===== config.mk =====
export PLATFORM = sky130hd
export DESIGN_NAME = result_reader
export DESIGN_NICKNAME = d
export VERILOG_FILES = /design/src/rtl/conv_pkg.sv /design/src/rtl/result_reader.sv
export SDC_FILE = /design/constraint.sdc
export NUM_CORES = 1
export LEC_CHECK = 0
export BUFFER_PORTS_ARGS = -buffer_cell sky130_fd_sc_hd__buf_2
export CORE_MARGIN = 1
export CORE_UTILIZATION = 45
export CTS_CLUSTER_SIZE = 20
export DETAILED_ROUTE_END_ITERATION = 10
export PLACE_DENSITY = 0.84
export SLEW_MARGIN = 10
export SYNTH_ARGS = -nofsm -noshare
export SYNTH_HDL_FRONTEND = slang
export SYNTH_SLANG_ARGS = --single-unit

===== constraint.sdc =====
create_clock -name clk -period 6 [get_ports clk]
set_input_delay 1.2 -clock clk [delete_from_list [all_inputs] [get_ports clk]]
set_output_delay 1.2 -clock clk [all_outputs]
set_load 0.01 [all_outputs]

===== src/rtl/conv_pkg.sv =====
`default_nettype none

package conv_pkg;

    // =====================================================================
    // kernel geometry and widths
    // =====================================================================
    localparam int KX             = 5;
    localparam int KY             = 5;
    localparam int KTAPS          = KX * KY;
    localparam int TAP_BW         = $clog2(KTAPS);
    localparam int W_BW           = 8;
    localparam int IBW            = 20;
    localparam int M_BW           = W_BW + IBW;
    // 5 guard bits cover the 25-term sum
    localparam int AK_BW          = M_BW + 5;
    localparam int KERNEL_LATENCY = 3 + KTAPS;

    localparam int FIFO_DEPTH  = 4;
    localparam int FIFO_PTR_BW = $clog2(FIFO_DEPTH);
    localparam int CNT_BW      = $clog2(FIFO_DEPTH + 1);

    // =====================================================================
    // AXI4-Lite and register map
    // =====================================================================
    localparam int AXIL_AW = 12;
    localparam int AXIL_DW = 32;

    // write space
    localparam logic [AXIL_AW-1:0] ADDR_WEIGHT_BASE = 12'h000;
    localparam logic [AXIL_AW-1:0] ADDR_FMAP_BASE   = 12'h080;
    localparam logic [AXIL_AW-1:0] ADDR_START       = 12'h100;
    // read space
    localparam logic [AXIL_AW-1:0] ADDR_STATUS      = 12'h000;
    localparam logic [AXIL_AW-1:0] ADDR_RESULT      = 12'h004;

    localparam logic [1:0] RESP_OKAY   = 2'b00;
    localparam logic [1:0] RESP_SLVERR = 2'b10;

    typedef struct packed {
        logic               awvalid;
        logic [AXIL_AW-1:0] awaddr;
        logic               wvalid;
        logic [AXIL_DW-1:0] wdata;
        logic               bready;
    } axil_wr_req_t;

    typedef struct packed {
        logic       awready;
        logic       wready;
        logic       bvalid;
        logic [1:0] bresp;
    } axil_wr_rsp_t;

    typedef struct packed {
        logic               arvalid;
        logic [AXIL_AW-1:0] araddr;
        logic               rready;
    } axil_rd_req_t;

    typedef struct packed {
        logic               arready;
        logic               rvalid;
        logic [AXIL_DW-1:0] rdata;
        logic [1:0]         rresp;
    } axil_rd_rsp_t;

    // tap index is y*KX+x
    typedef struct packed {
        logic [KTAPS-1:0][W_BW-1:0] weight;
        logic [KTAPS-1:0][IBW-1:0]  fmap;
    } conv_window_t;

    typedef struct packed {
        logic signed [AK_BW-1:0] acc;
    } conv_result_t;

endpackage

`default_nettype wire


===== src/rtl/result_reader.sv =====
`timescale 1ns/1ps
`default_nettype none

module result_reader
    import conv_pkg::*;
(
    input  logic              clk,
    input  logic              reset_n,
    input  axil_rd_req_t      i_rd_req,
    output axil_rd_rsp_t      o_rd_rsp,
    input  conv_result_t      i_head,
    input  logic [CNT_BW-1:0] i_count,
    output logic              o_pop
);

    logic               rd_accept;
    logic               is_status;
    logic               is_result;
    logic               rvalid;
    logic [AXIL_DW-1:0] rdata;
    logic [1:0]         rresp;

    // one read outstanding at a time
    assign rd_accept = i_rd_req.arvalid && !rvalid;
    assign is_status = (i_rd_req.araddr == ADDR_STATUS);
    assign is_result = (i_rd_req.araddr == ADDR_RESULT);
    assign o_pop     = rd_accept && is_result && (i_count != '0);

    always_ff @(posedge clk or negedge reset_n) begin
        if (!reset_n) begin
            rvalid <= 1'b0;
        end else if (rd_accept) begin
            rvalid <= 1'b1;
        end else if (i_rd_req.rready) begin
            rvalid <= 1'b0;
        end
    end

    // signed sum always fits in 32 bits, the cast keeps the sign
    always_ff @(posedge clk) begin
        if (rd_accept) begin
            if (is_status) begin
                rdata <= AXIL_DW'(i_count);
                rresp <= RESP_OKAY;
            end else if (o_pop) begin
                rdata <= AXIL_DW'(i_head.acc);
                rresp <= RESP_OKAY;
            end else begin
                // empty FIFO or unmapped address
                rdata <= '0;
                rresp <= RESP_SLVERR;
            end
        end
    end

    assign o_rd_rsp.arready = !rvalid;
    assign o_rd_rsp.rvalid  = rvalid;
    assign o_rd_rsp.rdata   = rdata;
    assign o_rd_rsp.rresp   = rresp;

endmodule

`default_nettype wire


==> reports/qor.csv <==
metric;value;unit
outcome;complete, but fails checks;
violated checks;design-rule violations;
synthesized-area fraction occupied by and/or/nand/nor cells;19.68;%
grt peak-use layer;met2;
share of layout cells above drive strength 1;52.49;%
met3 usage in global routing;6.920;%
final antenna-violating net count;0;
GRT Total Usage;19.19;%
unrepaired setup endpoints after global routing;false;
R2R Setup Slk;4.16;ns
nature of the critical path endpoint;primary output;
Critical Path Fanout Max;31;
DR WL/cell;13.94;microns
worst hold path type;reg -> reg;
setup violators final;0;
CTS Hold Bufs;0;
pwr dens;244.1;nW/um^2
largest net degree at the start of global routing;39;
Cells after Synth;94;
xor and xnor area share after synthesis;0;%
Reg2Reg Launch Point;rvalid;
Ys Warns;0;
flops & latches, synth;34;
placer's final routability congestion estimate;0.7299;
Fin Clk Skew;0.003452;ns
DR pass1 iterations;8;
Sum Neg Setup Slack;0;ns
Clock transition at path regs;0.10;ns
vias per cell;5.000;
max-cap violations;0;
Sw Share;23.87;%
Initial Util;48.82;%
most frequent cells in the layout;buf_2, edfxtp_1, and3_1, clkbuf_4;
initial antenna violation count;0;
Data arrival, critical path;2.75;ns
CTS buffer count;5;
Die Y;57.63;microns
CP Data Required Time;4.80;ns
CTS max path bufs;2;
vias in the first global route;987;
Synth Area in Compound Gates;1.977;%
global-route wire length before repair;4560;microns
Slew HR;48.13;%
maximum vdd ir drop;140.5;uV
Post-CTS Setup Bufs;0;
die area;3321;sq um
Die W;57.63;microns
core area;2853;sq um
Mapped Area;1393;sq um
Leak;0.9376;nW
Pins Over Slew Limit;0;
grt met2 use;33.39;%
P_sw;108.1;uW
Hold Vio Cnt, Final;0;
routing usage on met1;20.82;%
r2r worst-path depth;4;
Core Rows;19;
Worst Setup Start Kind;input pin;
final worst setup slack;2.054;ns
Antenna Cells;0;
Hold Startpoint;rvalid;
mux cell area share after synthesis;0;%
sequential share of power;61.8;%
Worst-Skew Late Latency;0.33;ns
port bufs;86;
gr ovfl total;0;
fmax;0.2534;GHz
Post-layout nets;232;
sequential cell area fraction in the yosys report;72.96;%
via count;1060;
cts repair resizes;0;
CTS tree;yes;
synthesized area per cell;14.81;sq um
Total Routed Length;2955;microns
Logic pwr share;12.6;%
hold path depth;2;
post-synthesis adder-cell area fraction;0;%
pre-CTS setup slack;2.047;ns
largest family of logic cells by synthesized area;simple AND/OR/NAND/NOR gates;
shortest period the worst path allows;3.946;ns
Yosys cell types;20;
Hold EP;rvalid;
Area growth, synth to finish;33.24;%
TritonCTS Sinks;34;
slew at the pin closest to its max-slew limit;0.7780;ns
internal cell power;344.9;uW
root buf cell;clkbuf_4;
# DRC;6;
Post-DP HPWL;2078;microns
commonest non-fill, non-tap cell in the layout;buf_2;
Iteration-0 DRC Markers;34;
Clock power frac;25.6;%
H-tree Lvls;2;
io pins;89;
Crit Path Class;in -> out;
Post-Syn Nets;146;
reg2reg end;rresp[1];
crit share post-route;65.77;%
metal layers:
metal / up-vias / part of all wire (%) / routed length, microns
met5: - / 0 / 0
met2: 48 / 53 / 1553
li1: 522 / - / -
met3: 8 / 7.5 / 221
met4: 0 / 2.4 / 70
met1: 482 / 38 / 1110
power groups by stage:
stage          registers, mW  logic, mW  clock network (mW)
2_1_floorplan          0.294     0.0191                   0
4_1_cts                0.280     0.0576               0.119
5_1_grt                0.281     0.0627               0.132
3_5_place_dp           0.285     0.0575                   0
3_3_place_gp           0.285     0.0557                   0
6_report               0.280     0.0572               0.116
cell usage after synthesis, drive strengths merged:
| cell type | count | area share (%) |
|---|---|---|
| o21ai | 1 | 0.36 |
| nor3 | 1 | 0.36 |
| and2 | 1 | 0.45 |
| o21bai | 1 | 0.54 |
| nand2 | 3 | 0.81 |
| nand3 | 3 | 1.1 |
| edfxtp | 33 | 71 |
| inv | 2 | 0.54 |
| dfrtp | 1 | 1.8 |
| conb | 1 | 0.27 |
| nor4 | 2 | 0.90 |
| a21oi | 3 | 1.1 |
| and3 | 31 | 14 |
| and2b | 1 | 0.54 |
| or3 | 1 | 0.81 |
| nand4 | 1 | 0.45 |
| buf | 8 | 4.6 |
cells by family (layout without fill, tap and decap cells):
group / after synthesis / after routing
AO/OA/AOI/OAI: 5 / 5
AND/OR/NAND/NOR: 44 / 44
buffers and inverters: 10 / 97
flip-flops: 34 / 34
other: 1 / 1
stage by stage:
stage	hold WS, ns	cells	instance area (sq um)	power (mW)	util, %
final	0.5829	212	1856	0.4530	65.04
after CTS	0.5889	212	1856	0.4570	65.04
after floorplan	0.5761	94	1393	0.3126	-
after detailed placement	0.5736	204	1805	0.3427	63.29
after global routing	0.5899	212	1856	0.4758	65.04
after global placement	0.5373	204	1805	0.3402	63.29
critical path, stage by stage:
cell	delay, ns
buf_2	0.10
nor4_1	0.36
and3_1	0.73
and2_1	0.22
buf_2	0.13
worst max path at each step:
stage / start / to / slack (ns) / cells after the start
2_1_floorplan: i_rd_req[13] / o_pop / 2.09 / 4
3_3_place_gp: i_rd_req[4] / o_pop / 2.12 / 5
3_5_place_dp: i_rd_req[12] / o_pop / 2.05 / 5
4_1_cts: i_rd_req[12] / o_pop / 2.04 / 5
5_1_grt: i_rd_req[12] / o_pop / 1.88 / 5
6_report: i_rd_req[12] / o_pop / 2.05 / 5
sequential cells by signal, summed over array words and instances, names as in the netlist:
name	cells
rresp	1
rvalid	1
rdata	32
final cells by class:
class / count / area (sq um)
inverter: 2 / 7.507
clock buffer: 6 / 41.29
tap: 31 / 38.79
fill: 239 / 997.2
clock inverter: 2 / 8.758
timing repair buffer: 87 / 437.9
sequential: 34 / 1016
multi-input combinational: 50 / 305.3
Power figures use the tool's default switching activity.
