==> src/rtl/conv_pkg.sv <==
`default_nettype none

package conv_pkg;

    // =====================================================================
    // kernel geometry and widths
    // =====================================================================
    localparam int KX             = 5;
    localparam int KY             = 5;
    localparam int KTAPS          = KX * KY;
    localparam int TAP_BW         = $clog2(KTAPS);
    localparam int W_BW           = 8;
    localparam int IBW            = 20;
    localparam int M_BW           = W_BW + IBW;
    // 5 guard bits cover the 25-term sum
    localparam int AK_BW          = M_BW + 5;
    localparam int KERNEL_LATENCY = 3 + KTAPS;

    localparam int FIFO_DEPTH  = 4;
    localparam int FIFO_PTR_BW = $clog2(FIFO_DEPTH);
    localparam int CNT_BW      = $clog2(FIFO_DEPTH + 1);

    // =====================================================================
    // AXI4-Lite and register map
    // =====================================================================
    localparam int AXIL_AW = 12;
    localparam int AXIL_DW = 32;

    // write space
    localparam logic [AXIL_AW-1:0] ADDR_WEIGHT_BASE = 12'h000;
    localparam logic [AXIL_AW-1:0] ADDR_FMAP_BASE   = 12'h080;
    localparam logic [AXIL_AW-1:0] ADDR_START       = 12'h100;
    // read space
    localparam logic [AXIL_AW-1:0] ADDR_STATUS      = 12'h000;
    localparam logic [AXIL_AW-1:0] ADDR_RESULT      = 12'h004;

    localparam logic [1:0] RESP_OKAY   = 2'b00;
    localparam logic [1:0] RESP_SLVERR = 2'b10;

    typedef struct packed {
        logic               awvalid;
        logic [AXIL_AW-1:0] awaddr;
        logic               wvalid;
        logic [AXIL_DW-1:0] wdata;
        logic               bready;
    } axil_wr_req_t;

    typedef struct packed {
        logic       awready;
        logic       wready;
        logic       bvalid;
        logic [1:0] bresp;
    } axil_wr_rsp_t;

    typedef struct packed {
        logic               arvalid;
        logic [AXIL_AW-1:0] araddr;
        logic               rready;
    } axil_rd_req_t;

    typedef struct packed {
        logic               arready;
        logic               rvalid;
        logic [AXIL_DW-1:0] rdata;
        logic [1:0]         rresp;
    } axil_rd_rsp_t;

    // tap index is y*KX+x
    typedef struct packed {
        logic [KTAPS-1:0][W_BW-1:0] weight;
        logic [KTAPS-1:0][IBW-1:0]  fmap;
    } conv_window_t;

    typedef struct packed {
        logic signed [AK_BW-1:0] acc;
    } conv_result_t;

endpackage

`default_nettype wire

==> src/rtl/conv_window_loader.sv <==
`timescale 1ns/1ps
`default_nettype none

module conv_window_loader
    import conv_pkg::*;
(
    input  logic         clk,
    input  logic         reset_n,
    input  axil_wr_req_t i_wr_req,
    output axil_wr_rsp_t o_wr_rsp,
    input  logic         i_can_reserve,
    output logic         o_launch,
    output conv_window_t o_window
);

    logic [AXIL_AW-1:0] w_off;
    logic [AXIL_AW-1:0] f_off;
    logic [TAP_BW-1:0]  w_idx;
    logic [TAP_BW-1:0]  f_idx;
    logic               hit_weight;
    logic               hit_fmap;
    logic               hit_start;
    logic               wr_accept;
    logic               bvalid;
    logic [1:0]         bresp;
    conv_window_t       r_window;

    // =====================================================================
    // address decode
    // =====================================================================
    always_comb begin
        w_off      = i_wr_req.awaddr - ADDR_WEIGHT_BASE;
        f_off      = i_wr_req.awaddr - ADDR_FMAP_BASE;
        w_idx      = w_off[2 +: TAP_BW];
        f_idx      = f_off[2 +: TAP_BW];
        hit_weight = (i_wr_req.awaddr >= ADDR_WEIGHT_BASE) && (w_off < AXIL_AW'(KTAPS * 4));
        hit_fmap   = (i_wr_req.awaddr >= ADDR_FMAP_BASE) && (f_off < AXIL_AW'(KTAPS * 4));
        hit_start  = (i_wr_req.awaddr == ADDR_START);
    end

    // AW and W taken together, START waits for a free FIFO slot
    assign wr_accept = i_wr_req.awvalid && i_wr_req.wvalid && !bvalid
                       && (!hit_start || i_can_reserve);

    // staging registers keep the low bits of wdata
    always_ff @(posedge clk) begin
        if (wr_accept && hit_weight) begin
            r_window.weight[w_idx] <= i_wr_req.wdata[W_BW-1:0];
        end
        if (wr_accept && hit_fmap) begin
            r_window.fmap[f_idx] <= i_wr_req.wdata[IBW-1:0];
        end
    end

    // =====================================================================
    // launch pulse and B channel
    // =====================================================================
    always_ff @(posedge clk or negedge reset_n) begin
        if (!reset_n) begin
            bvalid   <= 1'b0;
            o_launch <= 1'b0;
        end else begin
            o_launch <= wr_accept && hit_start;
            if (wr_accept) begin
                bvalid <= 1'b1;
            end else if (i_wr_req.bready) begin
                bvalid <= 1'b0;
            end
        end
    end

    // unmapped address, no side effect
    always_ff @(posedge clk) begin
        if (wr_accept) begin
            bresp <= (hit_weight || hit_fmap || hit_start) ? RESP_OKAY : RESP_SLVERR;
        end
    end

    assign o_wr_rsp.awready = wr_accept;
    assign o_wr_rsp.wready  = wr_accept;
    assign o_wr_rsp.bvalid  = bvalid;
    assign o_wr_rsp.bresp   = bresp;
    assign o_window         = r_window;

endmodule

`default_nettype wire

==> config.mk <==
export PLATFORM = sky130hd
export DESIGN_NAME = conv_window_loader
export DESIGN_NICKNAME = d
export VERILOG_FILES = /design/src/rtl/conv_pkg.sv /design/src/rtl/conv_window_loader.sv
export SDC_FILE = /design/constraint.sdc
export NUM_CORES = 1
export LEC_CHECK = 0
export ABC_AREA = 0
export BUFFER_PORTS_ARGS = -buffer_cell sky130_fd_sc_hd__clkbuf_2
export CORE_AREA = 2 2 294 296
export CTS_CLUSTER_SIZE = 25
export DETAILED_ROUTE_END_ITERATION = 10
export DIE_AREA = 0 0 296 298
export GPL_ROUTABILITY_DRIVEN = 0
export GPL_TIMING_DRIVEN = 0
export PLACE_DENSITY = 0.54
export REMOVE_ABC_BUFFERS = 1
export SYNTH_ARGS = -nofsm -noshare
export SYNTH_HDL_FRONTEND = slang
export SYNTH_SLANG_ARGS = --single-unit
==> constraint.sdc <==
create_clock -name clk -period 7.8 [get_ports clk]
set_input_delay 0.78 -clock clk [delete_from_list [all_inputs] [get_ports clk]]
set_output_delay 0.78 -clock clk [all_outputs]
set_load 0.01 [all_outputs]
==> results by group <==
Drt
  – Final wirelength: 67,800 um
  – Avg WL per Cell: 23.7 um
  – Routed vias: 11.9k
  – DR vias/cell: 4.17
  – DRC: 0
  – Initial DRC count: 853
  – ANT nets after route: 0
  – DRT Pass-1 Iters: 7

Synthesis
  – Mapped Area: 22,000 um2
  – Seq cells post-synth: 703
  – Count of cell types in the netlist: 35
  – Top cells by count, synth: edfxtp_1 (701), nor2_1 (28), nand2_1 (21)
  – Top post-synthesis cells by area: edfxtp_1 (96%), nor4_2 (1.1%), nor2_1 (0.48%)
  – Post-synth EDFFs: 701
  – Area leader, netlist: edfxtp_1
  – Mapped Avg Cell Area: 26.6 um2
  – Post-synth ARST share: 0.284%
  – Top-count cell post-synth: edfxtp_1
  – Synth warn: 0
  – Share of the synthesized area in the top cell type: 95.7%
  – Syn Inst Count: 827
  – Top FF cell, synth: edfxtp_1
  – Sequential share of the synthesized area: 96.0%

Final layout
  – Layout area overhead: 36.5%
  – Proportion of layout cells with a drive suffix above 1: 53.0%
  – Non-filler cells in the finished layout: 2,865
  – FILL cells: 8,050
  – Nets: 1,721

GRT
  – Vias in the first global route: 12.1k
  – First-pass GRT wire length: 91,900 um
  – Initial antenna violation count: 6
  – Largest net degree at the start of global routing: 51
  – GRT Total Usage: 14.7%
  – Grt total ovfl: 0

Clocking
  – CTS Buffer Depth: 3
  – Clock Latency Late Sink: 610 ps
  – Worst-path clk slew: 60 ps
  – CTS tree: done
  – Root Driver: clkbuf_16
  – Sink Count: 703
  – H-tree Lvls: 3
  – Setup bufs post-CTS: 0
  – TritonCTS buffer count: 74

Critical path
  – Critical Path RT: 7020 ps
  – Nature of the critical path startpoint: primary input
  – Largest stage delay on the critical path: 800 ps
  – Reg2Reg Setup Slack: 4890 ps
  – Crit path top cell by count: clkbuf_2
  – CP max stage cell: and4_4
  – Setup CP Type: primary input to output port
  – CP max FO: 22
  – CP arrival: 2830 ps
  – CP Cell Sequence: clkbuf_2 -> nor3_2 -> and4_4 -> nor2_1 -> clkbuf_2
  – Setup crit end kind: output port

Flow run
  – Max Cap Violations: 0

Floorplan
  – Die height: 298 um
  – Die area: 88,200 um2
  – Rows: 107
  – Initial core utilization: 25.9%
  – Area of the core: 84,900 um2
  – I/O pin count: 756
  – Die width: 296 um

STA
  – Worst-Margin Slew: 1320 ps
  – Final hold vios: 0
  – Final Cycle Share: 46.2%
  – Minimum clock period: 3610 ps
  – Setup violations, final: 0
  – RSZ-0062 raised after global routing: no
  – Max frequency: 277 MHz
  – Max_slew headroom: 12.1%
  – Clock skew: 21.4 ps
  – Worst hold slack: 380 ps
  – Setup TNS: 0 ps
  – Final max-slew violation count: 0

Power
  – Clk pwr share: 43.6%
  – Internal power: 0.00608 W
  – Comb pwr share: 1.7%
  – Max VDD drop: 0.172 mV
  – Switching Fraction: 20.0%
  – Net switching power figure: 0.00152 W
  – PD cells: 253 nW/um2
  – Pleak: 10.9 nW
  – Seq pwr share: 54.7%

Hold path
  – Worst Hold Class: primary input to flip-flop

Placement
  – Dpl cells: 2,736
  – HPWL Detailed: 47,700 um
  – # port buffers: 742

Outcome
  – Status: complete, no violations
worst max-delay path: cells and delay by family:
kind / cells / cell delay, ps
AND/OR/NAND/NOR: 3 / 1680
buffers and inverters: 2 / 350
cell usage in the layout, fill, tap and decap left out, types with 3 or more instances in the layout:
master        n
and3b_1       3
buf_12        4
buf_6        24
buf_8         7
bufinv_16     4
clkbuf_1     16
clkbuf_16    75
clkbuf_2    737
clkbuf_4      5
clkinv_1     16
clkinv_2      3
clkinvlp_4    4
edfxtp_1    701
inv_1         4
inv_6         3
nand2_1      21
nand4_1       3
nor2_1       25
nor2_2        5
nor3_2        3
nor3b_1       4
nor4_4       20
state kept, by name (all words and copies together), names as in the netlist:
signal,flops
bresp,1
o_window,700
o_launch,1
bvalid,1
path summary, 6_finish.rpt:
path / cells past startpoint / start / end
hold / removal: 2 / i_wr_req[0] / bvalid
setup reg to reg: 3 / bvalid / o_window[636]
max in group asynchronous: 2 / reset_n / o_launch
hold reg to reg: 2 / bvalid / bvalid
min in group asynchronous: 2 / reset_n / bvalid
setup / recovery: 5 / i_wr_req[38] / o_wr_rsp[3]
cells by family after synthesis:
| kind of cell | Yosys count | share of synthesized area, % |
|---|---|---|
| DFF | 703 | 96.0 |
| and+or+nand+nor | 99 | 3.11 |
| xor gates and xnor gates | 1 | 0.0398 |
| buffers and inverters | 17 | 0.575 |
| AOI/OAI and AO/OA | 5 | 0.233 |
| other | 1 | 0.0171 |
| adders and majority gates | 1 | 0.0569 |
through the flow:
step	total power (W)	instance area, um2	util (%)	setup slack [ps]
6_report	0.00760	30000	35.4	4190
5_1_grt	0.00784	30000	35.4	4190
4_1_cts	0.00770	30000	35.3	4230
3_5_place_dp	0.00437	27700	32.7	3930
3_3_place_gp	0.00436	27000	31.8	2100
2_1_floorplan	0.00425	21900	-	4250
area by class of cell:
| cell class | instances | area [um2] | share of cell area (%) |
|---|---|---|---|
| inverters | 4 | 15.0 | 0.0500 |
| repair buffers | 780 | 4250 | 14.1 |
| well taps | 1144 | 1430 | 4.77 |
| flip-flops and latches | 703 | 21100 | 70.3 |
| clock buffers | 91 | 1940 | 6.45 |
| clock inverters | 35 | 327 | 1.09 |
| multi-input cells | 107 | 955 | 3.18 |
| diodes | 1 | 2.50 | 0.00834 |
layer usage:
metal	global-route usage [%]	wire length, um	vias to the layer above	share of wire, %
li1	-	-	5024	-
met1	17.2	25300	6099	37
met2	25.2	33900	660	50
met3	4.42	6160	142	9.1
met4	5.89	2340	8	3.4
met5	0	54	-	0.080
timing repair:
action	in CTS	in global routing
hold buffers	1	0
resized for setup	0	0
endpoints found under the hold margin	2	0
power by group through the flow:
stage          clock [W]  combinational (W)  sequential, W
6_report         0.00331           0.000131        0.00416
3_3_place_gp           0           0.000120        0.00424
4_1_cts          0.00341           0.000134        0.00416
3_5_place_dp           0           0.000133        0.00424
5_1_grt          0.00355           0.000140        0.00416
2_1_floorplan          0          0.0000168        0.00424
Power figures use the tool's default switching activity.
