**config.mk**
```make
export PLATFORM = sky130hd
export DESIGN_NAME = result_fifo
export DESIGN_NICKNAME = d
export VERILOG_FILES = /design/src/rtl/conv_pkg.sv /design/src/rtl/result_fifo.sv
export SDC_FILE = /design/constraint.sdc
export NUM_CORES = 1
export LEC_CHECK = 0
export ABC_CLOCK_PERIOD_IN_PS = 2700
export BUFFER_PORTS_ARGS = -buffer_cell sky130_fd_sc_hd__buf_2
export CORE_ASPECT_RATIO = 1.25
export CORE_MARGIN = 3
export CORE_UTILIZATION = 55
export DETAILED_ROUTE_END_ITERATION = 8
export PLACE_DENSITY = 0.77
export SYNTH_ARGS = -nofsm -noshare
export SYNTH_HDL_FRONTEND = slang
export SYNTH_SLANG_ARGS = --single-unit
```
**constraint.sdc**
```tcl
create_clock -name clk -period 2.7 [get_ports clk]
set_input_delay 0.135 -clock clk [delete_from_list [all_inputs] [get_ports clk]]
set_output_delay 0.135 -clock clk [all_outputs]
set_load 0.02 [all_outputs]
```
**src/rtl/conv_pkg.sv**
```systemverilog
`default_nettype none

package conv_pkg;

    // =====================================================================
    // kernel geometry and widths
    // =====================================================================
    localparam int KX             = 5;
    localparam int KY             = 5;
    localparam int KTAPS          = KX * KY;
    localparam int TAP_BW         = $clog2(KTAPS);
    localparam int W_BW           = 8;
    localparam int IBW            = 20;
    localparam int M_BW           = W_BW + IBW;
    // 5 guard bits cover the 25-term sum
    localparam int AK_BW          = M_BW + 5;
    localparam int KERNEL_LATENCY = 3 + KTAPS;

    localparam int FIFO_DEPTH  = 4;
    localparam int FIFO_PTR_BW = $clog2(FIFO_DEPTH);
    localparam int CNT_BW      = $clog2(FIFO_DEPTH + 1);

    // =====================================================================
    // AXI4-Lite and register map
    // =====================================================================
    localparam int AXIL_AW = 12;
    localparam int AXIL_DW = 32;

    // write space
    localparam logic [AXIL_AW-1:0] ADDR_WEIGHT_BASE = 12'h000;
    localparam logic [AXIL_AW-1:0] ADDR_FMAP_BASE   = 12'h080;
    localparam logic [AXIL_AW-1:0] ADDR_START       = 12'h100;
    // read space
    localparam logic [AXIL_AW-1:0] ADDR_STATUS      = 12'h000;
    localparam logic [AXIL_AW-1:0] ADDR_RESULT      = 12'h004;

    localparam logic [1:0] RESP_OKAY   = 2'b00;
    localparam logic [1:0] RESP_SLVERR = 2'b10;

    typedef struct packed {
        logic               awvalid;
        logic [AXIL_AW-1:0] awaddr;
        logic               wvalid;
        logic [AXIL_DW-1:0] wdata;
        logic               bready;
    } axil_wr_req_t;

    typedef struct packed {
        logic       awready;
        logic       wready;
        logic       bvalid;
        logic [1:0] bresp;
    } axil_wr_rsp_t;

    typedef struct packed {
        logic               arvalid;
        logic [AXIL_AW-1:0] araddr;
        logic               rready;
    } axil_rd_req_t;

    typedef struct packed {
        logic               arready;
        logic               rvalid;
        logic [AXIL_DW-1:0] rdata;
        logic [1:0]         rresp;
    } axil_rd_rsp_t;

    // tap index is y*KX+x
    typedef struct packed {
        logic [KTAPS-1:0][W_BW-1:0] weight;
        logic [KTAPS-1:0][IBW-1:0]  fmap;
    } conv_window_t;

    typedef struct packed {
        logic signed [AK_BW-1:0] acc;
    } conv_result_t;

endpackage

`default_nettype wire

```
**src/rtl/result_fifo.sv**
```systemverilog
`timescale 1ns/1ps
`default_nettype none

module result_fifo
    import conv_pkg::*;
#(
    parameter type T = conv_result_t
) (
    input  logic              clk,
    input  logic              reset_n,
    input  logic              i_reserve,
    output logic              o_can_reserve,
    input  logic              i_push,
    input  T                  i_push_data,
    input  logic              i_pop,
    output T                  o_head,
    output logic [CNT_BW-1:0] o_count
);

    T                       mem [FIFO_DEPTH];
    logic [FIFO_PTR_BW-1:0] wr_ptr;
    logic [FIFO_PTR_BW-1:0] rd_ptr;
    logic [CNT_BW-1:0]      stored_cnt;
    logic [CNT_BW-1:0]      reserved_cnt;
    logic [CNT_BW:0]        used_cnt;
    logic                   do_pop;

    assign do_pop   = i_pop && (stored_cnt != '0);
    assign used_cnt = stored_cnt + reserved_cnt;

    // results come back in launch order, so the oldest reservation sits at wr_ptr
    always_ff @(posedge clk) begin
        if (i_push) begin
            mem[wr_ptr] <= i_push_data;
        end
    end

    // pointers wrap naturally, depth is a power of two
    always_ff @(posedge clk or negedge reset_n) begin
        if (!reset_n) begin
            wr_ptr       <= '0;
            rd_ptr       <= '0;
            stored_cnt   <= '0;
            reserved_cnt <= '0;
        end else begin
            if (i_push) begin
                wr_ptr <= wr_ptr + 1'b1;
            end
            if (do_pop) begin
                rd_ptr <= rd_ptr + 1'b1;
            end
            stored_cnt   <= stored_cnt + CNT_BW'(i_push) - CNT_BW'(do_pop);
            reserved_cnt <= reserved_cnt + CNT_BW'(i_reserve) - CNT_BW'(i_push);
        end
    end

    assign o_can_reserve = (used_cnt < FIFO_DEPTH);
    assign o_head        = mem[rd_ptr];
    assign o_count       = stored_cnt;

endmodule

`default_nettype wire

```
==> impl_results.md, run 1 <==
* Outcome: finished clean
* Pin count of the biggest net entering global routing at 24
* Leak pwr at roughly 2.5 nW
* Initial antenna violation count at 0
* Core Footprint at 0.009369 mm^2
* Post-cts resize count at 0
* Crit Path Max Fanout at 11
* Final worst path period share at approximately 80%
* Drt first pass iters at 4
* Number of antenna diodes at 0
* CTS tree: done
* Post-route DRC violation count at 0
* Clk root buf: clkbuf_16
* Final ANT Viol Nets at 0
* WS Path Type: register to output pin
* Vias in the first global route at ~2,800
* Seq/Total Area, Yosys at 78.11%
* Worst hold slack at between 0.05 and 0.06 ns
* Layout Nets at 403
* Crit. End Element: output pin
* Wire per inst at 19.62 um
* Crit-path slowest cell: dfrtp_2
* IO Port Bufs at 74
* Yosys reg bits at approximately 140
* Dpl hpwl at between 5 and 6 mm
* Tmin final at 2.161 ns
* Worst-path cell chain: buf_4 > mux4_1 > buf_2
* Clk Latency, worst-skew pair at slightly above 0.4 ns
* Clk sinks at ~140
* Synth warn at 0
* Max IR drop VDD at 0.7366 mV
* Synthesized area at 0.005395 mm^2
* Fin. Hold Viols at 0
* Initial Util at between 50% and 60%
* Final Util at 72.77%
* Synth cell types at 19
* CP required at around 2.6 ns
* I/O pins at 75
* Area of the multi-input gates at around 0.0011 mm^2
* Cells after Synth at ~220
* Final setup fails at 0
* Layout filler cell count at 560
* Synthesized area per cell at about 24 um^2
* Chip width at between 90 and 100 um
* Clock skew at just under 0.006 ns
* Pins Over Slew Limit at 0
* Storage cell area at 0.004217 mm^2
* Layout area overhead at 26.37%
* Gpl congestion at just under 0.8
* Worst hold path type: input pin to register
* Die outline height at 116.7 um
* CTS Buf Count at 17
* Maximum clock insertion buffer count at 2
* CTS clock-pin slew for the worst setup and hold paths at ~0.05 ns
* Grt ovf at 0
* Total number of vias at between 2,000 and 3,000
* Least-Margin Pin Slew at slightly above 0.6 ns
* Slowest stage delay, CP at 0.58 ns
* Worst Setup Start Kind: register
* Share of cells above drive strength 1 at around two fifths
* Gr usage total at roughly a fifth
* Post-detailed-route via-to-cell ratio at 5.339
* Post-synthesis net count at 272
* Power per cell area at about 1100 mW/mm^2
* Die area at 0.01104 mm^2
* RSZ-0062 raised after global routing: false
* First-pass GRT wire length at ~15 mm
* Total Neg Setup Slack at 0 ns
* Worst slew margin at between 50 and 60%
* Arr. time, crit path at 2.03 ns
* FP Rows at 39
* Total Wirelength at around 9.6 mm
* H-tree depth at 4
* Iter 0 DRT Violations at between 100 and 150
* Max-cap violations at 0
* Max Freq at between 400 and 500 MHz
## timing repair
item                                   in CTS  in global routing
hold buffers                               35                  0
setup buffers                               0                  0
endpoints found under the hold margin     143                  0
## kinds of logic (layout without fill, tap and decap cells)
group,Yosys count,in the layout,synth area share [%]
flops,142,142,78.11
mux,33,33,14.12
buf+inv,18,162,2.389
fa+ha+maj,12,12,3.061
xor+xnor,7,7,1.136
simple gates,7,7,0.7653
compound gates,3,3,0.4174
## per-layer routing
layer  part of all wire (%)  track usage [%]
met2                     54            32.58
met4                    1.5            6.930
met5                      0                0
met3                    5.5            6.894
met1                     39            24.24
## cell usage in the layout, fill, tap and decap left out, drive strengths merged, types with 2 or more instances in the layout
cell	netlist	final
fa	2	2
mux4	33	33
xnor2	5	5
buf	8	85
dlygate4sd3	0	35
xor2	2	2
inv	10	10
ha	10	10
edfxtp	132	132
clkbuf	0	30
dfrtp	10	10
and2	4	4
## worst paths after layout
| kind | start | endpoint | slack [ns] | depth (start not counted) |
|---|---|---|---|---|
| max | rd_ptr[0]$_DFFE_PN0P_ | o_head[2] | 0.54 | 3 |
| min | i_push | wr_ptr[0]$_DFFE_PN0P_ | 0.05 | 2 |
| max reg2reg | o_count[1]$_DFF_PN0_ | o_count[2]$_DFF_PN0_ | 0.67 | 7 |
| min reg2reg | wr_ptr[0]$_DFFE_PN0P_ | wr_ptr[0]$_DFFE_PN0P_ | 0.54 | 1 |
| max in group asynchronous | reset_n | rd_ptr[0]$_DFFE_PN0P_ | 2.38 | 2 |
| min in group asynchronous | reset_n | reserved_cnt[0]$_DFF_PN0_ | 0.11 | 2 |
## power by group
| group | total, mW | internal (mW) | switching (mW) |
|---|---|---|---|
| Sequential | 3.16 | 2.91 | 0.245 |
| Combinational | 2.35 | 1.04 | 1.31 |
| Clock | 2.06 | 1.29 | 0.764 |
| Total | 7.56 | 5.25 | 2.32 |
## Yosys cell counts
cell type,n,area (um^2)
and2_1,4,25.02
and3_1,1,6.260
buf_12,3,60.06
buf_2,4,20.02
buf_6,1,11.26
dfrtp_1,10,250.2
edfxtp_1,132,3964
fa_1,2,40.04
ha_1,10,125.1
inv_1,10,37.54
mux4_1,5,131.4
mux4_2,28,630.6
nand2_1,1,3.750
nor4_1,1,6.260
o21ai_0,1,5.000
o311ai_0,1,8.760
o31a_1,1,8.760
xnor2_1,5,43.79
xor2_1,2,17.52
## per-stage QoR
step	instance area (um^2)	setup WS, ns	cells	power, mW
final	6818	0.5387	489	7.564
after global routing	6818	0.4414	489	7.941
after CTS	6818	0.5106	489	7.649
after detailed placement	5931	0.6756	422	5.525
after global placement	5931	0.7386	422	5.457
after floorplan	5395	0.6653	222	4.839
## critical path: cells and delay by family (launching register included)
kind / cells / cell delay (ns)
DFF: 1 / 0.58
muxes: 1 / 0.57
buffers and inverters: 2 / 0.47
## registers in the layout, summed over array words and instances (netlist names)
register and flops:
rd_ptr 2, o_count 3, mem 132, wr_ptr 2, reserved_cnt 3
## final cells by class
type | count | area share [%]
Tap cell | 123 | 2.257
Timing Repair Buffer | 120 | 11.97
Multi-Input combinational cell | 62 | 15.51
Clock buffer | 30 | 7.689
Sequential cell | 142 | 61.85
Clock inverter | 2 | 0.1835
Inverter | 10 | 0.5506
Power figures use the tool's default switching activity.
==> inputs of run 2 (changes only) <==
--- a/config.mk
+++ b/config.mk
@@ -5,7 +5,7 @@
 export SDC_FILE = /design/constraint.sdc
 export NUM_CORES = 1
 export LEC_CHECK = 0
-export ABC_CLOCK_PERIOD_IN_PS = 2700
+export ABC_CLOCK_PERIOD_IN_PS = 2210
 export BUFFER_PORTS_ARGS = -buffer_cell sky130_fd_sc_hd__buf_2
 export CORE_ASPECT_RATIO = 1.25
 export CORE_MARGIN = 3
==> constraint.sdc (replaced) <==
create_clock -name clk -period 2.21 [get_ports clk]
set_input_delay 0.1105 -clock clk [delete_from_list [all_inputs] [get_ports clk]]
set_output_delay 0.1105 -clock clk [all_outputs]
set_load 0.02 [all_outputs]
==> impl_results.md, run 2 (synthesis gave the netlist of run 1 again) <==
* Final ANT Viol Nets at 0
* Storage cell area at 0.004217 mm^2
* Core Footprint at 0.009369 mm^2
* Gr usage total at 19.71%
* Clock skew at approximately 0.0053 ns
* Tmin final at between 2 and 2.5 ns
* Final setup fails at 0
* Power per cell area at ~1400 mW/mm^2
* Final worst path period share at 93.62%
* Layout area overhead at 27.95%
* CTS clock-pin slew for the worst setup and hold paths at around 0.050 ns
* Area of the multi-input gates at 0.001057 mm^2
* Worst R2R Start: o_count[0]$_DFF_PN0_
* Clk sinks at between 100 and 150
* Outcome: finished clean
* Arr. time, crit path at about 2.0 ns
* Post-detailed-route via-to-cell ratio at between 5 and 6
* Die outline height at approximately 120 um
* H-tree depth at 4
* Vias in the first global route at approximately 2,900
* Hold buffers post-CTS at 35
* Grt ovf at 0
* Max reg flops at between 100 and 150
* Fin. Hold Viols at 0
* Max Freq at ~480 MHz
* WS Path Type: register to output pin
* Initial antenna violation count at 0
* Iter 0 DRT Violations at 133
* CTS Buf Count at 17
* Max-cap violations at 0
* Worst Setup Start Kind: register
* Wire per inst at between 15 and 20 um
* Die area at about 0.011 mm^2
* Least-Margin Pin Slew at ~0.41 ns
* I/O pins at between 70 and 80
* Max IR drop VDD at 1.021 mV
* Clk Latency, worst-skew pair at ~0.4 ns
* Layout filler cell count at between 500 and 600
* Worst hold path type: input pin to register
* WHS Endpoint: wr_ptr[0]$_DFFE_PN0P_
* RR Endpoint: o_count[2]$_DFF_PN0_
* Worst hold path stage count at 2
* Crit Path Max Fanout at 31
* Placed Cells at about 420
* Largest register by flop count: mem
* Reg2Reg Setup Slack at about 0.20 ns
* Crit. End Element: output pin
* Chip width at between 90 and 100 um
* CP required at about 2.1 ns
* Final Util at between 70% and 80%
* Share of cells above drive strength 1 at 40.44%
* Reg2reg path depth at 7
* Total number of vias at between 2,000 and 3,000
* Final cell count without fillers at just under 500
* Total Neg Setup Slack at 0 ns
* Pins Over Slew Limit at 0
* Layout Nets at 404
* Clk root buf: clkbuf_16
* Post-CTS setup buffers at 0
* HP Start: i_push
* Maximum clock insertion buffer count at 2
* Worst slew margin at a little over 70%
* Pin count of the biggest net entering global routing at 32
* First-pass GRT wire length at ~15 mm
* IO Port Bufs at 74
* CTS tree: done
* Total Wirelength at 9.576 mm
* Post-cts resize count at 0
* Drt first pass iters at 4
* Gpl congestion at a little over 0.7
* Dpl hpwl at roughly 6.0 mm
* Leading cell type in the layout, fill and taps excluded: edfxtp_1
* Number of antenna diodes at 0
* RSZ-0062 raised after global routing: false
* Leak pwr at ~2.5 nW
* Post-route DRC violation count at 0
* Most frequent cells in the layout: 132 x edfxtp_1, 74 x buf_2, 35 x dlygate4sd3_1
* FP Rows at 39
* Initial Util at a little under three fifths
run 2: worst max path at each step:
stage	to	startpoint	depth (start not counted)
floorplan	o_count[2]$_DFF_PN0_	o_count[0]$_DFF_PN0_	7
global placement	o_count[2]$_DFF_PN0_	o_count[0]$_DFF_PN0_	7
detailed placement	o_count[2]$_DFF_PN0_	o_count[0]$_DFF_PN0_	7
CTS	o_head[32]	rd_ptr[0]$_DFFE_PN0P_	3
global route	o_head[32]	rd_ptr[0]$_DFFE_PN0P_	3
finish	o_head[32]	rd_ptr[0]$_DFFE_PN0P_	3
run 2: report_power, final:
part	total, mW	internal (mW)	leakage [nW]	switching (mW)
logic	2.99	1.32	0.933	1.67
registers	3.77	3.55	1.33	0.219
clock network	2.74	1.74	0.273	0.993
run 2: final cells by class:
class	count	area share [%]
flip-flops and latches	142	61.08
multi-input cells	62	15.32
repair buffers	121	12.47
clock buffers	17	6.163
well taps	123	2.229
clock inverters	14	2.193
inverters	10	0.5438
run 2: per-stage QoR:
stage / hold WS, ns / total power [mW] / setup slack (ns) / instance area, um^2
after global placement: -0.01680 / 6.724 / 0.2525 / 5976
after detailed placement: -0.01345 / 6.815 / 0.1807 / 5976
after global routing: 0.04153 / 9.964 / 0.05612 / 6903
final: 0.03692 / 9.496 / 0.1409 / 6903
after CTS: 0.001011 / 9.631 / 0.08897 / 6903
after floorplan: -0.1851 / 5.912 / 0.1753 / 5395
run 2: metal layers:
layer / share of wire (%) / global-route usage, % / vias up
met5: 0 / 0 / -
met3: 5.1 / 7.088 / 11
met2: 55 / 33.38 / 87
li1: - / - / 1188
met4: 1.4 / 7.218 / 0
met1: 38 / 23.43 / 1341
run 2: worst max-delay path, stage by stage (launching register included):
cell and delay (ns):
dfrtp_2 0.45, buf_12 0.28, mux4_1 0.62, buf_2 0.19
==> inputs of run 3 (changes only) <==
--- a/config.mk
+++ b/config.mk
@@ -12,6 +12,7 @@
 export CORE_UTILIZATION = 55
 export DETAILED_ROUTE_END_ITERATION = 8
 export PLACE_DENSITY = 0.77
+export REMOVE_ABC_BUFFERS = 1
 export SYNTH_ARGS = -nofsm -noshare
 export SYNTH_HDL_FRONTEND = slang
 export SYNTH_SLANG_ARGS = --single-unit
==> impl_results.md, run 3 (synthesis gave the netlist of run 1 again) <==
* Final WS setup at 0.1435 ns
* Clk root buf: clkbuf_16
* Worst-path cell chain: buf_12 > mux4_1 > buf_2
* FP Rows at 39
* CTS tree: done
* Maximum clock insertion buffer count at 2
* Leak pwr at roughly 2.5 nW
* IO Port Bufs at 74
* Grt ovf at 0
* Die outline height at between 100 and 150 um
* Slowest stage delay, CP at around 0.57 ns
* Layout area overhead at 27.30%
* Final Util at 73.30%
* Final cell count without fillers at 488
* Gpl congestion at 0.7053
* First-pass GRT wire length at between 10 and 15 mm
* Setup WS pre-CTS at slightly above 0.2 ns
* Final ANT Viol Nets at 0
* Layout Nets at 403
* Gr usage total at about a fifth
* Crit-path slowest cell: mux4_1
* CP required at roughly 2.1 ns
* Arr. time, crit path at 1.96 ns
* Power per cell area at 1362 mW/mm^2
* Drt first pass iters at 4
* Clock skew at 0.009485 ns
* Crit Path Max Fanout at 15
* Chip width at 94.59 um
* Initial antenna violation count at 0
* Die area at 0.01104 mm^2
* Max IR drop VDD at about 1.1 mV
* Largest register by flop count: mem
* Area of placed instances at around 0.0060 mm^2
* Outcome: finished clean
* Crit. End Element: output pin
* Total number of vias at around 2,600
* Share of cells above drive strength 1 at between 30% and 40%
* Worst slew margin at a little over two thirds
* Iter 0 DRT Violations at roughly 150
* Final instance area at 0.006868 mm^2
* Dpl hpwl at just under 6 mm
* CTS clock-pin slew for the worst setup and hold paths at roughly 0.06 ns
* Worst hold path type: input pin to register
* Worst Setup Start Kind: register
* Most frequent cells in the layout: 132 x edfxtp_1, 74 x buf_2, 35 x dlygate4sd3_1
* Wire per inst at 19.56 um
* WS Path Type: register to output pin
* Tmin final at just over 2 ns
* Initial Util at between 50% and 60%
* Core Footprint at about 0.0094 mm^2
* Placed Cells at 422
* I/O pins at 75
* Post-CTS setup buffers at 0
* Max-cap violations at 0
* Final worst path period share at between 90 and 100%
* Max reg flops at approximately 130
* Pin count of the biggest net entering global routing at 20
* Delay-heaviest family, CP: multiplexers
* Total Wirelength at around 9.5 mm
* CTS Buf Count at 17
* Max Freq at 483.9 MHz
* Leading cell type in the layout, fill and taps excluded: edfxtp_1
* Vias in the first global route at 2,804
* Post-route DRC violation count at 0
* Clk Latency, worst-skew pair at between 0.4 and 0.5 ns
* Least-Margin Pin Slew at approximately 0.45 ns
* RSZ-0062 raised after global routing: false
* Number of antenna diodes at 0
* Final setup fails at 0
* Pins Over Slew Limit at 0
* Buf/Inv on CP at 2
* Clk sinks at approximately 140
* H-tree depth at 4
* Post-detailed-route via-to-cell ratio at around 5.4
* Total Neg Setup Slack at 0 ns
* Fin. Hold Viols at 0
[run 3: per-layer routing]
layer | GRT usage (%) | wire (um) | share of wire, % | vias to the layer above
met4 | 9.143 | 201 | 2.1 | 0
met1 | 21.91 | 3632 | 38 | 1354
li1 | - | - | - | 1183
met5 | 0 | 0 | 0 | -
met3 | 6.830 | 473 | 5.0 | 18
met2 | 33.00 | 5237 | 55 | 78
[run 3: stage by stage]
| step | power [mW] | hold slack (ns) |
|---|---|---|
| 2_1_floorplan | 5.740 | -0.1851 |
| 3_3_place_gp | 6.750 | -0.02404 |
| 3_5_place_dp | 6.839 | -0.01441 |
| 4_1_cts | 9.480 | 0.00006767 |
| 5_1_grt | 9.805 | 0.007320 |
| 6_report | 9.356 | 0.007658 |
[run 3: final timing paths]
kind	startpoint	end	slack, ns	cells after the start
max	rd_ptr[0]$_DFFE_PN0P_	o_head[32]	0.14	3
min	i_push	wr_ptr[0]$_DFFE_PN0P_	0.008	2
max reg2reg	o_count[1]$_DFF_PN0_	o_count[2]$_DFF_PN0_	0.20	7
min reg2reg	wr_ptr[0]$_DFFE_PN0P_	wr_ptr[0]$_DFFE_PN0P_	0.55	1
max in group asynchronous	reset_n	rd_ptr[1]$_DFFE_PN0P_	1.91	2
min in group asynchronous	reset_n	o_count[2]$_DFF_PN0_	0.08	2
[run 3: where the power goes]
part,leakage (nW),switching [mW],internal (mW)
logic,0.930,1.66,1.34
clock network,0.259,0.958,1.62
registers,1.33,0.226,3.55
total,2.52,2.84,6.52
[run 3: what timing repair did]
action	in CTS	in global routing
hold buffers	35	0
resized for setup	0	0
endpoints found under the hold margin	143	0
[run 3: final cells by class]
| type | instances | area [um^2] |
|---|---|---|
| sequential | 142 | 4217 |
| clock buffer | 20 | 436.7 |
| timing repair buffer | 120 | 865.8 |
| tap | 123 | 153.9 |
| fill | 563 | 2501 |
| multi-input combinational | 62 | 1057 |
| inverter | 10 | 37.54 |
| clock inverter | 11 | 100.1 |
